### src/hw/shifter_pkg.sv
// shared types, register map, state encodings and default 640x400 mono timing for the shifter
package shifter_pkg;

	// ------------------------------------------------------------------------
	// basic types
	// ------------------------------------------------------------------------

	// video word address, 16 bit words
	typedef logic [22:0] addr_t;
	// cpu bus and memory data
	typedef logic [15:0] word_t;
	// cpu register index
	typedef logic [5:0]  reg_addr_t;
	// horizontal and vertical counters share one width
	typedef logic [9:0]  hcnt_t;

	// timing phase, same encoding for both axes
	typedef enum logic [1:0] {
		ST_SYNC    = 2'd0,
		ST_BLANK   = 2'd1,
		ST_BORDER  = 2'd2,
		ST_DISPLAY = 2'd3
	} vstate_t;

	// ------------------------------------------------------------------------
	// register map
	// ------------------------------------------------------------------------
	localparam reg_addr_t REG_BASE_HI  = 6'h00;
	localparam reg_addr_t REG_BASE_LO  = 6'h01;
	localparam reg_addr_t REG_ADDR_HI  = 6'h02;
	localparam reg_addr_t REG_ADDR_MID = 6'h03;
	localparam reg_addr_t REG_ADDR_LO  = 6'h04;
	localparam reg_addr_t REG_SYNCMODE = 6'h05;
	localparam reg_addr_t REG_PALETTE0 = 6'h20;
	localparam reg_addr_t REG_SHMODE   = 6'h30;

	// base address after reset, word address 0x8000 is byte 0x10000
	localparam addr_t      BASE_ADDR_RESET = 23'h8000;
	localparam logic [1:0] SHMODE_MONO     = 2'd2;

	// bus slot schedule
	localparam logic [3:0] FETCH_SLOT = 4'd3;
	localparam logic [3:0] LINE_SLOT  = 4'd15;

	localparam int PIXELS_PER_WORD = 16;

	// ------------------------------------------------------------------------
	// default mono timing, each value is the last count of the phase before it
	// ------------------------------------------------------------------------
	localparam hcnt_t DEF_H_BORDER_RIGHT = 10'd639;
	localparam hcnt_t DEF_H_BLANK_RIGHT  = 10'd663;
	localparam hcnt_t DEF_H_SYNC         = 10'd703;
	localparam hcnt_t DEF_H_BLANK_LEFT   = 10'd799;
	localparam hcnt_t DEF_H_BORDER_LEFT  = 10'd871;
	// 896 clocks per line, a multiple of the 16 slot bus cycle
	localparam hcnt_t DEF_H_END          = 10'd895;

	localparam hcnt_t DEF_V_BORDER_BOT   = 10'd399;
	localparam hcnt_t DEF_V_BLANK_BOT    = 10'd409;
	localparam hcnt_t DEF_V_SYNC         = 10'd419;
	localparam hcnt_t DEF_V_BLANK_TOP    = 10'd421;
	localparam hcnt_t DEF_V_BORDER_TOP   = 10'd451;
	localparam hcnt_t DEF_V_END          = 10'd500;

endpackage

### src/hw/shifter_fetch.sv
// video memory fetch engine, one word per 16 slot bus cycle, 16 pixels ahead of display
module shifter_fetch #(
	parameter shifter_pkg::hcnt_t H_END          = shifter_pkg::DEF_H_END,
	parameter shifter_pkg::hcnt_t H_BORDER_RIGHT = shifter_pkg::DEF_H_BORDER_RIGHT,
	parameter shifter_pkg::hcnt_t H_BORDER_LEFT  = shifter_pkg::DEF_H_BORDER_LEFT,
	parameter shifter_pkg::hcnt_t V_END          = shifter_pkg::DEF_V_END,
	parameter shifter_pkg::hcnt_t V_BORDER_BOT   = shifter_pkg::DEF_V_BORDER_BOT,
	parameter shifter_pkg::hcnt_t V_SYNC         = shifter_pkg::DEF_V_SYNC
) (
	input  logic               clk,
	input  logic               reg_reset,
	input  logic [3:0]         bus_cycle,
	input  shifter_pkg::hcnt_t hcnt,
	input  shifter_pkg::hcnt_t vcnt,
	input  shifter_pkg::addr_t base_addr,
	input  shifter_pkg::word_t data,
	output logic               read,
	output shifter_pkg::addr_t vaddr,
	output shifter_pkg::word_t word,
	output logic               st_de
);
	import shifter_pkg::*;

	// horizontal fetch window, one word of prefetch ahead of display
	localparam hcnt_t ME_H_START  = hcnt_t'(H_END - PIXELS_PER_WORD);
	localparam hcnt_t ME_H_STOP   = hcnt_t'(H_BORDER_RIGHT - PIXELS_PER_WORD);
	// counter reload a few lines before vsync
	localparam hcnt_t RELOAD_LINE = hcnt_t'(V_SYNC - 3);

	// memory enable, horizontal and vertical
	logic  me;
	logic  me_v;
	// previous vcnt, used to spot the line advance
	hcnt_t vcnt_q;
	logic  line_tick;
	logic  reload;
	logic  fetch;

	assign line_tick = (vcnt != vcnt_q);
	assign reload    = (hcnt == H_BORDER_LEFT) && (vcnt == RELOAD_LINE);
	assign fetch     = me && (bus_cycle == FETCH_SLOT);

	// slots 0..3 belong to video, me is the read request as is
	assign read  = me && (bus_cycle[3:2] == 2'b00);
	// active low display enable for the mfp timer
	assign st_de = ~me;

	always_ff @(posedge clk) begin
		if (reg_reset) begin
			me     <= 1'b0;
			me_v   <= 1'b0;
			vcnt_q <= '0;
			vaddr  <= '0;
		end else begin
			vcnt_q <= vcnt;
			// vertical window opens when the frame wraps and closes after
			// the last display line
			if (line_tick) begin
				if (vcnt_q == V_END) begin
					me_v <= 1'b1;
				end
				if (vcnt_q == V_BORDER_BOT) begin
					me_v <= 1'b0;
				end
			end

			// odd slot only, so enable never splits a 4 slot access
			if (me_v && bus_cycle[0]) begin
				if (hcnt == ME_H_START) begin
					me <= 1'b1;
				end
				if (hcnt == ME_H_STOP) begin
					me <= 1'b0;
				end
			end

			if (reload) begin
				vaddr <= base_addr;
			end else if (fetch) begin
				vaddr <= vaddr + 23'd1;
			end
		end
	end

	// data is valid in the fetch slot
	always_ff @(posedge clk) begin
		if (fetch) begin
			word <= data;
		end
	end

	a_vaddr_step: assert property (@(posedge clk) disable iff (reg_reset)
		$changed(vaddr) |-> $past((bus_cycle == FETCH_SLOT) || reload))
		else $error("vaddr moved outside fetch slot and reload");

endmodule

### src/hw/shifter_pixel.sv
// mono pixel stage, shifts the fetched word out and drives blanked rgb and registered sync
module shifter_pixel #(
	parameter logic H_SYNC_POL = 1'b0,
	parameter logic V_SYNC_POL = 1'b0
) (
	input  logic                 clk,
	input  logic                 reg_reset,
	input  shifter_pkg::hcnt_t   hcnt,
	input  shifter_pkg::vstate_t h_state,
	input  shifter_pkg::vstate_t v_state,
	input  logic                 h_sync_raw,
	input  logic                 v_sync_raw,
	input  shifter_pkg::word_t   word,
	input  logic                 invert,
	output logic                 hs,
	output logic                 vs,
	output logic [5:0]           video_r,
	output logic [5:0]           video_g,
	output logic [5:0]           video_b
);
	import shifter_pkg::*;

	word_t      shift_q;
	logic       de;
	logic       blank;
	logic       pix;
	logic [5:0] level;

	// reload on the last pixel of each word, else one pixel per clock
	always_ff @(posedge clk) begin
		if (hcnt[3:0] == 4'(PIXELS_PER_WORD - 1)) begin
			shift_q <= word;
		end else begin
			shift_q <= {shift_q[14:0], 1'b0};
		end
	end

	// blank also covers the sync phases
	assign blank = (h_state == ST_SYNC) || (h_state == ST_BLANK) ||
		(v_state == ST_SYNC) || (v_state == ST_BLANK);
	assign de    = (h_state == ST_DISPLAY) && (v_state == ST_DISPLAY);
	assign pix   = shift_q[15] ^ invert;
	// border is a fixed mid grey
	assign level = de ? {6{pix}} : 6'b100100;

	always_ff @(posedge clk) begin
		if (reg_reset) begin
			hs      <= ~H_SYNC_POL;
			vs      <= ~V_SYNC_POL;
			video_r <= '0;
			video_g <= '0;
			video_b <= '0;
		end else begin
			hs      <= h_sync_raw ? H_SYNC_POL : ~H_SYNC_POL;
			vs      <= v_sync_raw ? V_SYNC_POL : ~V_SYNC_POL;
			video_r <= blank ? 6'b000000 : level;
			video_g <= blank ? 6'b000000 : level;
			video_b <= blank ? 6'b000000 : level;
		end
	end

endmodule

### src/hw/shifter_regs.sv
// cpu visible shifter registers, byte lane writes on clk and a combinational read mux
module shifter_regs (
	input  logic                   clk,
	input  logic                   reg_reset,
	input  logic                   reg_sel,
	input  logic                   reg_rw,
	input  logic                   reg_uds,
	input  logic                   reg_lds,
	input  shifter_pkg::reg_addr_t reg_addr,
	input  shifter_pkg::word_t     reg_din,
	output shifter_pkg::word_t     reg_dout,
	input  shifter_pkg::addr_t     vaddr,
	output shifter_pkg::addr_t     base_addr,
	output logic [1:0]             shmode,
	output logic [1:0]             syncmode,
	output logic                   invert
);
	import shifter_pkg::*;

	// base address bits 22:7, the low seven bits are always zero
	logic [15:0] base_q;
	// palette entry 0, three bits per gun
	logic [2:0]  pal_r;
	logic [2:0]  pal_g;
	logic [2:0]  pal_b;
	logic        wr;

	assign wr = reg_sel && !reg_rw;

	// ------------------------------------------------------------------------
	// register write
	// ------------------------------------------------------------------------
	always_ff @(posedge clk) begin
		if (reg_reset) begin
			base_q   <= BASE_ADDR_RESET[22:7];
			shmode   <= SHMODE_MONO;
			// 60 Hz
			syncmode <= 2'b00;
			pal_r    <= 3'b000;
			pal_g    <= 3'b000;
			// mono tos expects blue set, i.e. inverted video
			pal_b    <= 3'b111;
		end else if (wr) begin
			case (reg_addr)
				// base bytes live on the low lane
				REG_BASE_HI: begin
					if (!reg_lds) begin
						base_q[15:8] <= reg_din[7:0];
					end
				end
				REG_BASE_LO: begin
					if (!reg_lds) begin
						base_q[7:0] <= reg_din[7:0];
					end
				end
				// mode registers sit on the high lane
				REG_SYNCMODE: begin
					if (!reg_uds) begin
						syncmode <= reg_din[9:8];
					end
				end
				REG_SHMODE: begin
					if (!reg_uds) begin
						shmode <= reg_din[9:8];
					end
				end
				// red on the upper byte, green and blue on the lower one
				REG_PALETTE0: begin
					if (!reg_uds) begin
						pal_r <= reg_din[10:8];
					end
					if (!reg_lds) begin
						pal_g <= reg_din[6:4];
						pal_b <= reg_din[2:0];
					end
				end
				default: ;
			endcase
		end
	end

	// ------------------------------------------------------------------------
	// register read, zero unless a read is selected
	// ------------------------------------------------------------------------
	always_comb begin
		reg_dout = '0;
		if (reg_sel && reg_rw) begin
			case (reg_addr)
				REG_BASE_HI:  reg_dout = {8'h00, base_q[15:8]};
				REG_BASE_LO:  reg_dout = {8'h00, base_q[7:0]};
				// live address counter, byte address so bit 0 reads zero
				REG_ADDR_HI:  reg_dout = {8'h00, vaddr[22:15]};
				REG_ADDR_MID: reg_dout = {8'h00, vaddr[14:7]};
				REG_ADDR_LO:  reg_dout = {8'h00, vaddr[6:0], 1'b0};
				REG_SYNCMODE: reg_dout = {6'h00, syncmode, 8'h00};
				REG_PALETTE0: reg_dout = {5'h00, pal_r, 1'b0, pal_g, 1'b0, pal_b};
				REG_SHMODE:   reg_dout = {6'h00, shmode, 8'h00};
				default:      reg_dout = '0;
			endcase
		end
	end

	assign base_addr = {base_q, 7'b0000000};
	// mono inversion comes from the blue lsb only
	assign invert = pal_b[0];

	// cpu must not write while the shifter is held in reset
	a_no_write_in_reset: assert property (@(posedge clk) reg_reset |-> !wr)
		else $error("register write during reset");

endmodule

### src/hw/shifter_timing.sv
// horizontal and vertical timing generator, locks the line to the bus cycle and decodes phases
module shifter_timing #(
	parameter shifter_pkg::hcnt_t H_BORDER_RIGHT = shifter_pkg::DEF_H_BORDER_RIGHT,
	parameter shifter_pkg::hcnt_t H_BLANK_RIGHT  = shifter_pkg::DEF_H_BLANK_RIGHT,
	parameter shifter_pkg::hcnt_t H_SYNC         = shifter_pkg::DEF_H_SYNC,
	parameter shifter_pkg::hcnt_t H_BLANK_LEFT   = shifter_pkg::DEF_H_BLANK_LEFT,
	parameter shifter_pkg::hcnt_t H_BORDER_LEFT  = shifter_pkg::DEF_H_BORDER_LEFT,
	parameter shifter_pkg::hcnt_t H_END          = shifter_pkg::DEF_H_END,
	parameter shifter_pkg::hcnt_t V_BORDER_BOT   = shifter_pkg::DEF_V_BORDER_BOT,
	parameter shifter_pkg::hcnt_t V_BLANK_BOT    = shifter_pkg::DEF_V_BLANK_BOT,
	parameter shifter_pkg::hcnt_t V_SYNC         = shifter_pkg::DEF_V_SYNC,
	parameter shifter_pkg::hcnt_t V_BLANK_TOP    = shifter_pkg::DEF_V_BLANK_TOP,
	parameter shifter_pkg::hcnt_t V_BORDER_TOP   = shifter_pkg::DEF_V_BORDER_TOP,
	parameter shifter_pkg::hcnt_t V_END          = shifter_pkg::DEF_V_END
) (
	input  logic                 clk,
	input  logic                 reg_reset,
	input  logic [3:0]           bus_cycle,
	output shifter_pkg::hcnt_t   hcnt,
	output shifter_pkg::hcnt_t   vcnt,
	output shifter_pkg::vstate_t h_state,
	output shifter_pkg::vstate_t v_state,
	output logic                 h_sync_raw,
	output logic                 v_sync_raw
);
	import shifter_pkg::*;

	// vertical events happen once per line, at the start of hsync
	logic line_tick;

	assign line_tick = (hcnt == H_SYNC);

	// ------------------------------------------------------------------------
	// horizontal counter
	// ------------------------------------------------------------------------
	always_ff @(posedge clk) begin
		if (reg_reset) begin
			hcnt <= '0;
		end else if (hcnt == H_END) begin
			// wait at the line end until the bus cycle wraps too,
			// this keeps hcnt[3:0] equal to bus_cycle
			if (bus_cycle == LINE_SLOT) begin
				hcnt <= '0;
			end
		end else begin
			hcnt <= hcnt + 10'd1;
		end
	end

	// ------------------------------------------------------------------------
	// horizontal phase and raw hsync
	// ------------------------------------------------------------------------
	always_ff @(posedge clk) begin
		if (reg_reset) begin
			h_state    <= ST_BLANK;
			h_sync_raw <= 1'b0;
		end else begin
			if (hcnt == H_SYNC) begin
				h_state    <= ST_SYNC;
				h_sync_raw <= 1'b1;
			end
			if ((hcnt == H_BORDER_RIGHT) || (hcnt == H_BORDER_LEFT)) begin
				h_state <= ST_BORDER;
			end
			if ((hcnt == H_BLANK_RIGHT) || (hcnt == H_BLANK_LEFT)) begin
				h_state <= ST_BLANK;
			end
			// sync ends where the left blank begins
			if (hcnt == H_BLANK_LEFT) begin
				h_sync_raw <= 1'b0;
			end
			if (hcnt == H_END) begin
				h_state <= ST_DISPLAY;
			end
		end
	end

	// ------------------------------------------------------------------------
	// vertical counter, phase and raw vsync
	// ------------------------------------------------------------------------
	always_ff @(posedge clk) begin
		if (reg_reset) begin
			vcnt       <= '0;
			v_state    <= ST_BLANK;
			v_sync_raw <= 1'b0;
		end else if (line_tick) begin
			if (vcnt == V_END) begin
				vcnt <= '0;
			end else begin
				vcnt <= vcnt + 10'd1;
			end

			if (vcnt == V_SYNC) begin
				v_state    <= ST_SYNC;
				v_sync_raw <= 1'b1;
			end
			if ((vcnt == V_BORDER_BOT) || (vcnt == V_BORDER_TOP)) begin
				v_state <= ST_BORDER;
			end
			if ((vcnt == V_BLANK_BOT) || (vcnt == V_BLANK_TOP)) begin
				v_state <= ST_BLANK;
			end
			if (vcnt == V_BLANK_TOP) begin
				v_sync_raw <= 1'b0;
			end
			// first display line follows the frame wrap
			if (vcnt == V_END) begin
				v_state <= ST_DISPLAY;
			end
		end
	end

	// line wrap waits for the bus slot but never runs past the line end
	a_hcnt_range: assert property (@(posedge clk) disable iff (reg_reset) hcnt <= H_END)
		else $error("hcnt beyond line end");

endmodule

### src/hw/shifter_top.sv
// top of the mono shifter, wires register file, timing, fetch and pixel stage together
module shifter_top #(
	parameter shifter_pkg::hcnt_t H_BORDER_RIGHT = shifter_pkg::DEF_H_BORDER_RIGHT,
	parameter shifter_pkg::hcnt_t H_BLANK_RIGHT  = shifter_pkg::DEF_H_BLANK_RIGHT,
	parameter shifter_pkg::hcnt_t H_SYNC         = shifter_pkg::DEF_H_SYNC,
	parameter shifter_pkg::hcnt_t H_BLANK_LEFT   = shifter_pkg::DEF_H_BLANK_LEFT,
	parameter shifter_pkg::hcnt_t H_BORDER_LEFT  = shifter_pkg::DEF_H_BORDER_LEFT,
	parameter shifter_pkg::hcnt_t H_END          = shifter_pkg::DEF_H_END,
	parameter shifter_pkg::hcnt_t V_BORDER_BOT   = shifter_pkg::DEF_V_BORDER_BOT,
	parameter shifter_pkg::hcnt_t V_BLANK_BOT    = shifter_pkg::DEF_V_BLANK_BOT,
	parameter shifter_pkg::hcnt_t V_SYNC         = shifter_pkg::DEF_V_SYNC,
	parameter shifter_pkg::hcnt_t V_BLANK_TOP    = shifter_pkg::DEF_V_BLANK_TOP,
	parameter shifter_pkg::hcnt_t V_BORDER_TOP   = shifter_pkg::DEF_V_BORDER_TOP,
	parameter shifter_pkg::hcnt_t V_END          = shifter_pkg::DEF_V_END,
	// mono monitor sync, active low
	parameter logic               H_SYNC_POL     = 1'b0,
	parameter logic               V_SYNC_POL     = 1'b0
) (
	input  logic                   clk,
	input  logic                   reg_reset,
	input  logic [3:0]             bus_cycle,
	// cpu register bus
	input  logic                   reg_sel,
	input  logic                   reg_rw,
	input  logic                   reg_uds,
	input  logic                   reg_lds,
	input  shifter_pkg::reg_addr_t reg_addr,
	input  shifter_pkg::word_t     reg_din,
	output shifter_pkg::word_t     reg_dout,
	// video memory port
	output logic                   read,
	output shifter_pkg::addr_t     vaddr,
	input  shifter_pkg::word_t     data,
	// monitor side
	output logic                   hs,
	output logic                   vs,
	output logic [5:0]             video_r,
	output logic [5:0]             video_g,
	output logic [5:0]             video_b,
	// raw st signals for the interrupt logic
	output logic                   st_de,
	output logic                   st_hs,
	output logic                   st_vs
);
	import shifter_pkg::*;

	addr_t   base_addr;
	logic    invert;
	hcnt_t   hcnt;
	hcnt_t   vcnt;
	vstate_t h_state;
	vstate_t v_state;
	logic    h_sync_raw;
	logic    v_sync_raw;
	word_t   word;

	// mode registers are readback only in the mono path
	shifter_regs u_regs (
		.clk(clk), .reg_reset(reg_reset), .reg_sel(reg_sel), .reg_rw(reg_rw),
		.reg_uds(reg_uds), .reg_lds(reg_lds), .reg_addr(reg_addr), .reg_din(reg_din),
		.reg_dout(reg_dout), .vaddr(vaddr), .base_addr(base_addr), .shmode(),
		.syncmode(), .invert(invert)
	);

	shifter_timing #(
		.H_BORDER_RIGHT(H_BORDER_RIGHT), .H_BLANK_RIGHT(H_BLANK_RIGHT), .H_SYNC(H_SYNC),
		.H_BLANK_LEFT(H_BLANK_LEFT), .H_BORDER_LEFT(H_BORDER_LEFT), .H_END(H_END),
		.V_BORDER_BOT(V_BORDER_BOT), .V_BLANK_BOT(V_BLANK_BOT), .V_SYNC(V_SYNC),
		.V_BLANK_TOP(V_BLANK_TOP), .V_BORDER_TOP(V_BORDER_TOP), .V_END(V_END)
	) u_timing (
		.clk(clk), .reg_reset(reg_reset), .bus_cycle(bus_cycle), .hcnt(hcnt),
		.vcnt(vcnt), .h_state(h_state), .v_state(v_state), .h_sync_raw(h_sync_raw),
		.v_sync_raw(v_sync_raw)
	);

	shifter_fetch #(
		.H_END(H_END), .H_BORDER_RIGHT(H_BORDER_RIGHT), .H_BORDER_LEFT(H_BORDER_LEFT),
		.V_END(V_END), .V_BORDER_BOT(V_BORDER_BOT), .V_SYNC(V_SYNC)
	) u_fetch (
		.clk(clk), .reg_reset(reg_reset), .bus_cycle(bus_cycle), .hcnt(hcnt),
		.vcnt(vcnt), .base_addr(base_addr), .data(data), .read(read), .vaddr(vaddr),
		.word(word), .st_de(st_de)
	);

	shifter_pixel #(
		.H_SYNC_POL(H_SYNC_POL), .V_SYNC_POL(V_SYNC_POL)
	) u_pixel (
		.clk(clk), .reg_reset(reg_reset), .hcnt(hcnt), .h_state(h_state),
		.v_state(v_state), .h_sync_raw(h_sync_raw), .v_sync_raw(v_sync_raw),
		.word(word), .invert(invert), .hs(hs), .vs(vs), .video_r(video_r),
		.video_g(video_g), .video_b(video_b)
	);

	// irq side sees the unregistered pulses
	assign st_hs = h_sync_raw;
	assign st_vs = v_sync_raw;

endmodule

### config.mk
export PLATFORM = sky130hd
export DESIGN_NAME = shifter_top
export DESIGN_NICKNAME = d
export VERILOG_FILES = /design/src/hw/shifter_pkg.sv /design/src/hw/shifter_fetch.sv /design/src/hw/shifter_pixel.sv /design/src/hw/shifter_regs.sv /design/src/hw/shifter_timing.sv /design/src/hw/shifter_top.sv
export SDC_FILE = /design/constraint.sdc
export NUM_CORES = 1
export LEC_CHECK = 0
export BUFFER_PORTS_ARGS = -buffer_cell sky130_fd_sc_hd__buf_2
export CELL_PAD_IN_SITES_DETAIL_PLACEMENT = 1
export CELL_PAD_IN_SITES_GLOBAL_PLACEMENT = 2
export CORE_MARGIN = 1.5
export CORE_UTILIZATION = 36
export DETAILED_ROUTE_END_ITERATION = 8
export PLACE_DENSITY = 0.87
export SLEW_MARGIN = 30
export SYNTH_ARGS = -nofsm -noshare
export SYNTH_HDL_FRONTEND = slang
export SYNTH_SLANG_ARGS = --single-unit
### constraint.sdc
create_clock -name clk -period 5.8 [get_ports clk]
set_input_delay 1.45 -clock clk [delete_from_list [all_inputs] [get_ports clk]]
set_output_delay 1.45 -clock clk [all_outputs]
set_load 0.1 [all_outputs]
==> impl_summary.log <==
INFO  metric status = completed
INFO  metric final_period_minus_worst_setup_slack = 5000 ps
INFO  metric detailedPlace.worstSlack = just under 900 ps
INFO  metric worst_slew_pin_slew = 855 ps
INFO  metric yosys_warnings = 0
INFO  metric numCtsBuffers = 17
INFO  metric area_contributors_post_synth = sky130_fd_sc_hd__dfxtp_1 (37%), sky130_fd_sc_hd__edfxtp_1 (8.2%), sky130_fd_sc_hd__xor2_1 (4.8%), sky130_fd_sc_hd__nand2_1 (3.8%), sky130_fd_sc_hd__nand3_1 (3.7%)
INFO  metric via_per_inst = 5.41
INFO  metric holdPathStages = 1
INFO  metric hold_ws = 414 ps
INFO  metric holdPathEnd = u_pixel.hs$_SDFF_PP1_
INFO  metric finalMaxSlewViolations = 0
INFO  metric numClockSinks = 126
INFO  metric cts_repair_resizes = 0
INFO  metric boundaryPins = around 110
INFO  metric timing.setup.critical_path_class = in -> out
INFO  metric cp_data_required_time = 4350 ps
INFO  metric cts_hold_buf = 0
INFO  metric cap_viol_max_count = 0
INFO  metric ys_types = 54
INFO  metric ant_nets = 0
INFO  metric fin_clk_skew = 8.95 ps
INFO  metric final.setup.worst_slack = 799 ps
INFO  metric detail_route.iter0.violations = around 260
INFO  metric synthDominantAreaCellType = sky130_fd_sc_hd__dfxtp_1
INFO  metric cts_setup_buffers = 0
INFO  metric setup_viol = 0
INFO  metric final_min_period_over_clock_period = 86.2%
INFO  metric vdd_ir_drop_max = 0.211 mV
INFO  metric initial_core_util = between 30 and 40%
INFO  metric post_drt_wl_per_cell = between 15 and 20 µm
INFO  metric synth-edff-count = 16
INFO  metric hold_start = u_timing.h_sync_raw$_SDFFE_PP0P_
INFO  metric final_net_count = roughly 770
INFO  metric cts_tree = built
INFO  metric timing.reg2reg.setup_slack = 3420 ps
INFO  metric number_of_buffers_added_on_ports = 100
INFO  metric crit-reg2reg-capture = u_fetch.vaddr[14]$_SDFFE_PP0P_
INFO  metric cts-root-to-sink-buffers = 2
INFO  metric globalRoute.totalOverflow = 0
INFO  metric placement_rows = 46
INFO  metric grt_pass1_wl = about 27000 µm
INFO  metric total_power = 2.00 mW
INFO  metric clkTransAtPathRegs = 60 ps
INFO  metric floorplan.core_area = around 0.016 mm²
INFO  metric detail_route.drc_violations = 0
INFO  metric num_vias = 5087
INFO  metric hold_path.class = reg -> reg
INFO  metric maxClockFrequency = around 200 MHz
INFO  metric relSlewSlack = 43.0%
INFO  metric area.growth.synth_to_final = 18.4%
INFO  metric critical_path_arrival = between 3000 and 4000 ps
INFO  metric rsz0062_at_grt = false
INFO  metric pwr_cell_area = 287 mW/mm²
INFO  metric report.final.hold_viol_count = 0
INFO  metric finalSetupTns = 0 ps
INFO  metric leakage = roughly 2.7 nW
INFO  metric synth.yosys.seq_area_share = 45.6%
INFO  metric synth-async-reset-ratio = 0%
INFO  metric synthesis.instances = 643
INFO  metric crit_path_max_fanout = 8
INFO  metric dp_hpwl = 12200 µm
INFO  metric mappedNetlistArea = 0.00588 mm²
INFO  metric share_of_the_synthesized_area_in_the_top_cell_type = 37.4%
INFO  metric postSynthRegisterBits = 126
INFO  metric worstSkewPairLatency = 430 ps
INFO  metric synth_top_flop_cell = sky130_fd_sc_hd__dfxtp_1
INFO  metric gr-usage-all-layers = approximately a fifth
INFO  metric die_height = 131 µm
INFO  metric cts_root_buf = sky130_fd_sc_hd__clkbuf_16
INFO  metric die_width = 131 µm
INFO  metric via_count_of_the_first_global_routing_pass = between 5000 and 6000
INFO  metric pin_count_of_the_biggest_net_entering_global_routing = 45
INFO  metric design_area = 0.00697 mm²
INFO  metric ctsHtreeMaxLevel = 4
INFO  metric crit_path_end_kind = primary output
INFO  metric dr.pass1.iters = 5
INFO  metric worst_r2r_path_depth = 4
INFO  metric place_area = about 0.0064 mm²
INFO  metric route.final.wire_length = 16900 µm
INFO  metric n_antenna_cell = 0
INFO  metric reg_to_reg_startpoint = u_timing.hcnt[0]$_SDFFE_PP0P_
INFO  metric grt_antenna_before_repair = 0
INFO  metric start_kind = input port
INFO  metric syn_area_per_cell = 9.15 µm²
INFO  metric post_route_cells_drive_above_1_share = 22.6%
INFO  metric gp_congestion = 0.948
INFO  metric fp.dieArea = around 0.017 mm²
[worst max path at each step]
stage / startpoint / cells after the start / to / slack (ps)
2_1_floorplan: reg_addr[4] / 6 / reg_dout[3] / 9
3_3_place_gp: reg_addr[5] / 6 / reg_dout[1] / 890
3_5_place_dp: reg_addr[5] / 6 / reg_dout[1] / 890
4_1_cts: reg_addr[5] / 6 / reg_dout[1] / 870
5_1_grt: reg_addr[3] / 7 / reg_dout[1] / 760
6_report: reg_addr[5] / 6 / reg_dout[1] / 800
[power breakdown]
| part | internal, mW | total, mW | leakage [nW] | switching (mW) |
|---|---|---|---|---|
| sequential | 0.885 | 0.888 | 1.03 | 0.00322 |
| clock | 0.634 | 1.04 | 0.278 | 0.411 |
| combinational | 0.0185 | 0.0657 | 1.42 | 0.0472 |
[final cells by class]
| class | instances | area, µm² |
|---|---|---|
| well taps | 216 | 270 |
| multi-input cells | 451 | 2860 |
| flip-flops and latches | 126 | 2680 |
| repair buffers | 105 | 538 |
| clock buffers | 19 | 433 |
| inverters | 11 | 41.3 |
| fillers | 1884 | 8980 |
| clock inverters | 13 | 143 |
[stage by stage]
step / utilization (%) / cells
global route: 43.7 / 941
CTS: 43.7 / 941
global placement: 40.0 / 909
finish: 43.7 / 941
detailed placement: 40.0 / 909
floorplan: - / 647
[synth_stat cells (3+ instances only)]
cell                       instances
sky130_fd_sc_hd__nand3_1          44
sky130_fd_sc_hd__a211oi_1         18
sky130_fd_sc_hd__mux2_2           18
sky130_fd_sc_hd__xnor2_1          12
sky130_fd_sc_hd__a222oi_1         11
sky130_fd_sc_hd__dfxtp_1         110
sky130_fd_sc_hd__and3_1            9
sky130_fd_sc_hd__nor2b_1          11
sky130_fd_sc_hd__a22oi_1           7
sky130_fd_sc_hd__edfxtp_1         16
sky130_fd_sc_hd__nand4_1          18
sky130_fd_sc_hd__nor4_1            8
sky130_fd_sc_hd__nor3_1           18
sky130_fd_sc_hd__xor2_1           32
sky130_fd_sc_hd__nor4bb_1          3
sky130_fd_sc_hd__a21oi_1          40
sky130_fd_sc_hd__nand2b_1          8
sky130_fd_sc_hd__clkbuf_1         25
sky130_fd_sc_hd__buf_2             9
sky130_fd_sc_hd__and2_1            3
sky130_fd_sc_hd__buf_4            21
sky130_fd_sc_hd__nand2_1          60
sky130_fd_sc_hd__nor2_1           56
sky130_fd_sc_hd__a31oi_1           9
sky130_fd_sc_hd__nand3b_1          7
sky130_fd_sc_hd__nand4b_1          5
sky130_fd_sc_hd__o21ai_0           6
sky130_fd_sc_hd__mux2i_1           6
sky130_fd_sc_hd__inv_1            11
sky130_fd_sc_hd__ha_1              5
sky130_fd_sc_hd__and4b_1           3
[state kept, by name, summed over array words and instances, names as in the netlist]
| name | flops |
|---|---|
| u_fetch.me | 1 |
| u_fetch.me_v | 1 |
| u_fetch.vaddr | 23 |
| u_fetch.vcnt_q | 10 |
| u_fetch.word | 16 |
| u_pixel.hs | 1 |
| u_pixel.shift_q | 16 |
| u_pixel.video_r | 2 |
| u_pixel.vs | 1 |
| u_regs.base_q | 16 |
| u_regs.pal_b | 3 |
| u_regs.pal_g | 3 |
| u_regs.pal_r | 3 |
| u_regs.shmode | 2 |
| u_regs.syncmode | 2 |
| u_timing.h_state | 2 |
| u_timing.h_sync_raw | 1 |
| u_timing.hcnt | 10 |
| u_timing.v_state | 2 |
| u_timing.v_sync_raw | 1 |
| u_timing.vcnt | 10 |
[worst max-delay path, cell delays in order]
cell and delay [ps]:
sky130_fd_sc_hd__buf_2 140, sky130_fd_sc_hd__or4b_1 550, sky130_fd_sc_hd__nor3_2 460, sky130_fd_sc_hd__a222oi_1 220, sky130_fd_sc_hd__a21oi_1 240, sky130_fd_sc_hd__buf_2 490
[cells in the final DEF, fill, tap and decap left out, types with 32 or more instances in the layout]
master / n
sky130_fd_sc_hd__dfxtp_1: 110
sky130_fd_sc_hd__buf_2: 100
sky130_fd_sc_hd__nand2_1: 60
sky130_fd_sc_hd__nor2_1: 56
sky130_fd_sc_hd__nand3_1: 43
sky130_fd_sc_hd__a21oi_1: 40
sky130_fd_sc_hd__xor2_1: 32
[metal layers]
metal  vias to the layer above  global-route usage (%)  wire, µm
li1                       2418                       -         -
met1                      2506                    26.7      7640
met2                       137                    33.8      8110
met3                        26                    4.64       826
met4                         0                    8.14       351
met5                         -                       0         0
[cell families (layout without fill, tap and decap cells)]
logic type / after synthesis / in the layout / share of synthesized area, %
flops: 126 / 126 / 45.6
compound gates: 101 / 101 / 11.3
simple gates: 272 / 272 / 24.7
mux: 24 / 24 / 4.47
fa+ha+maj: 5 / 5 / 1.06
other cells: 1 / 5 / 0.0637
xor+xnor: 44 / 44 / 6.55
buf+inv: 70 / 148 / 6.25
Note: power is estimated with default switching activity, not from simulation.
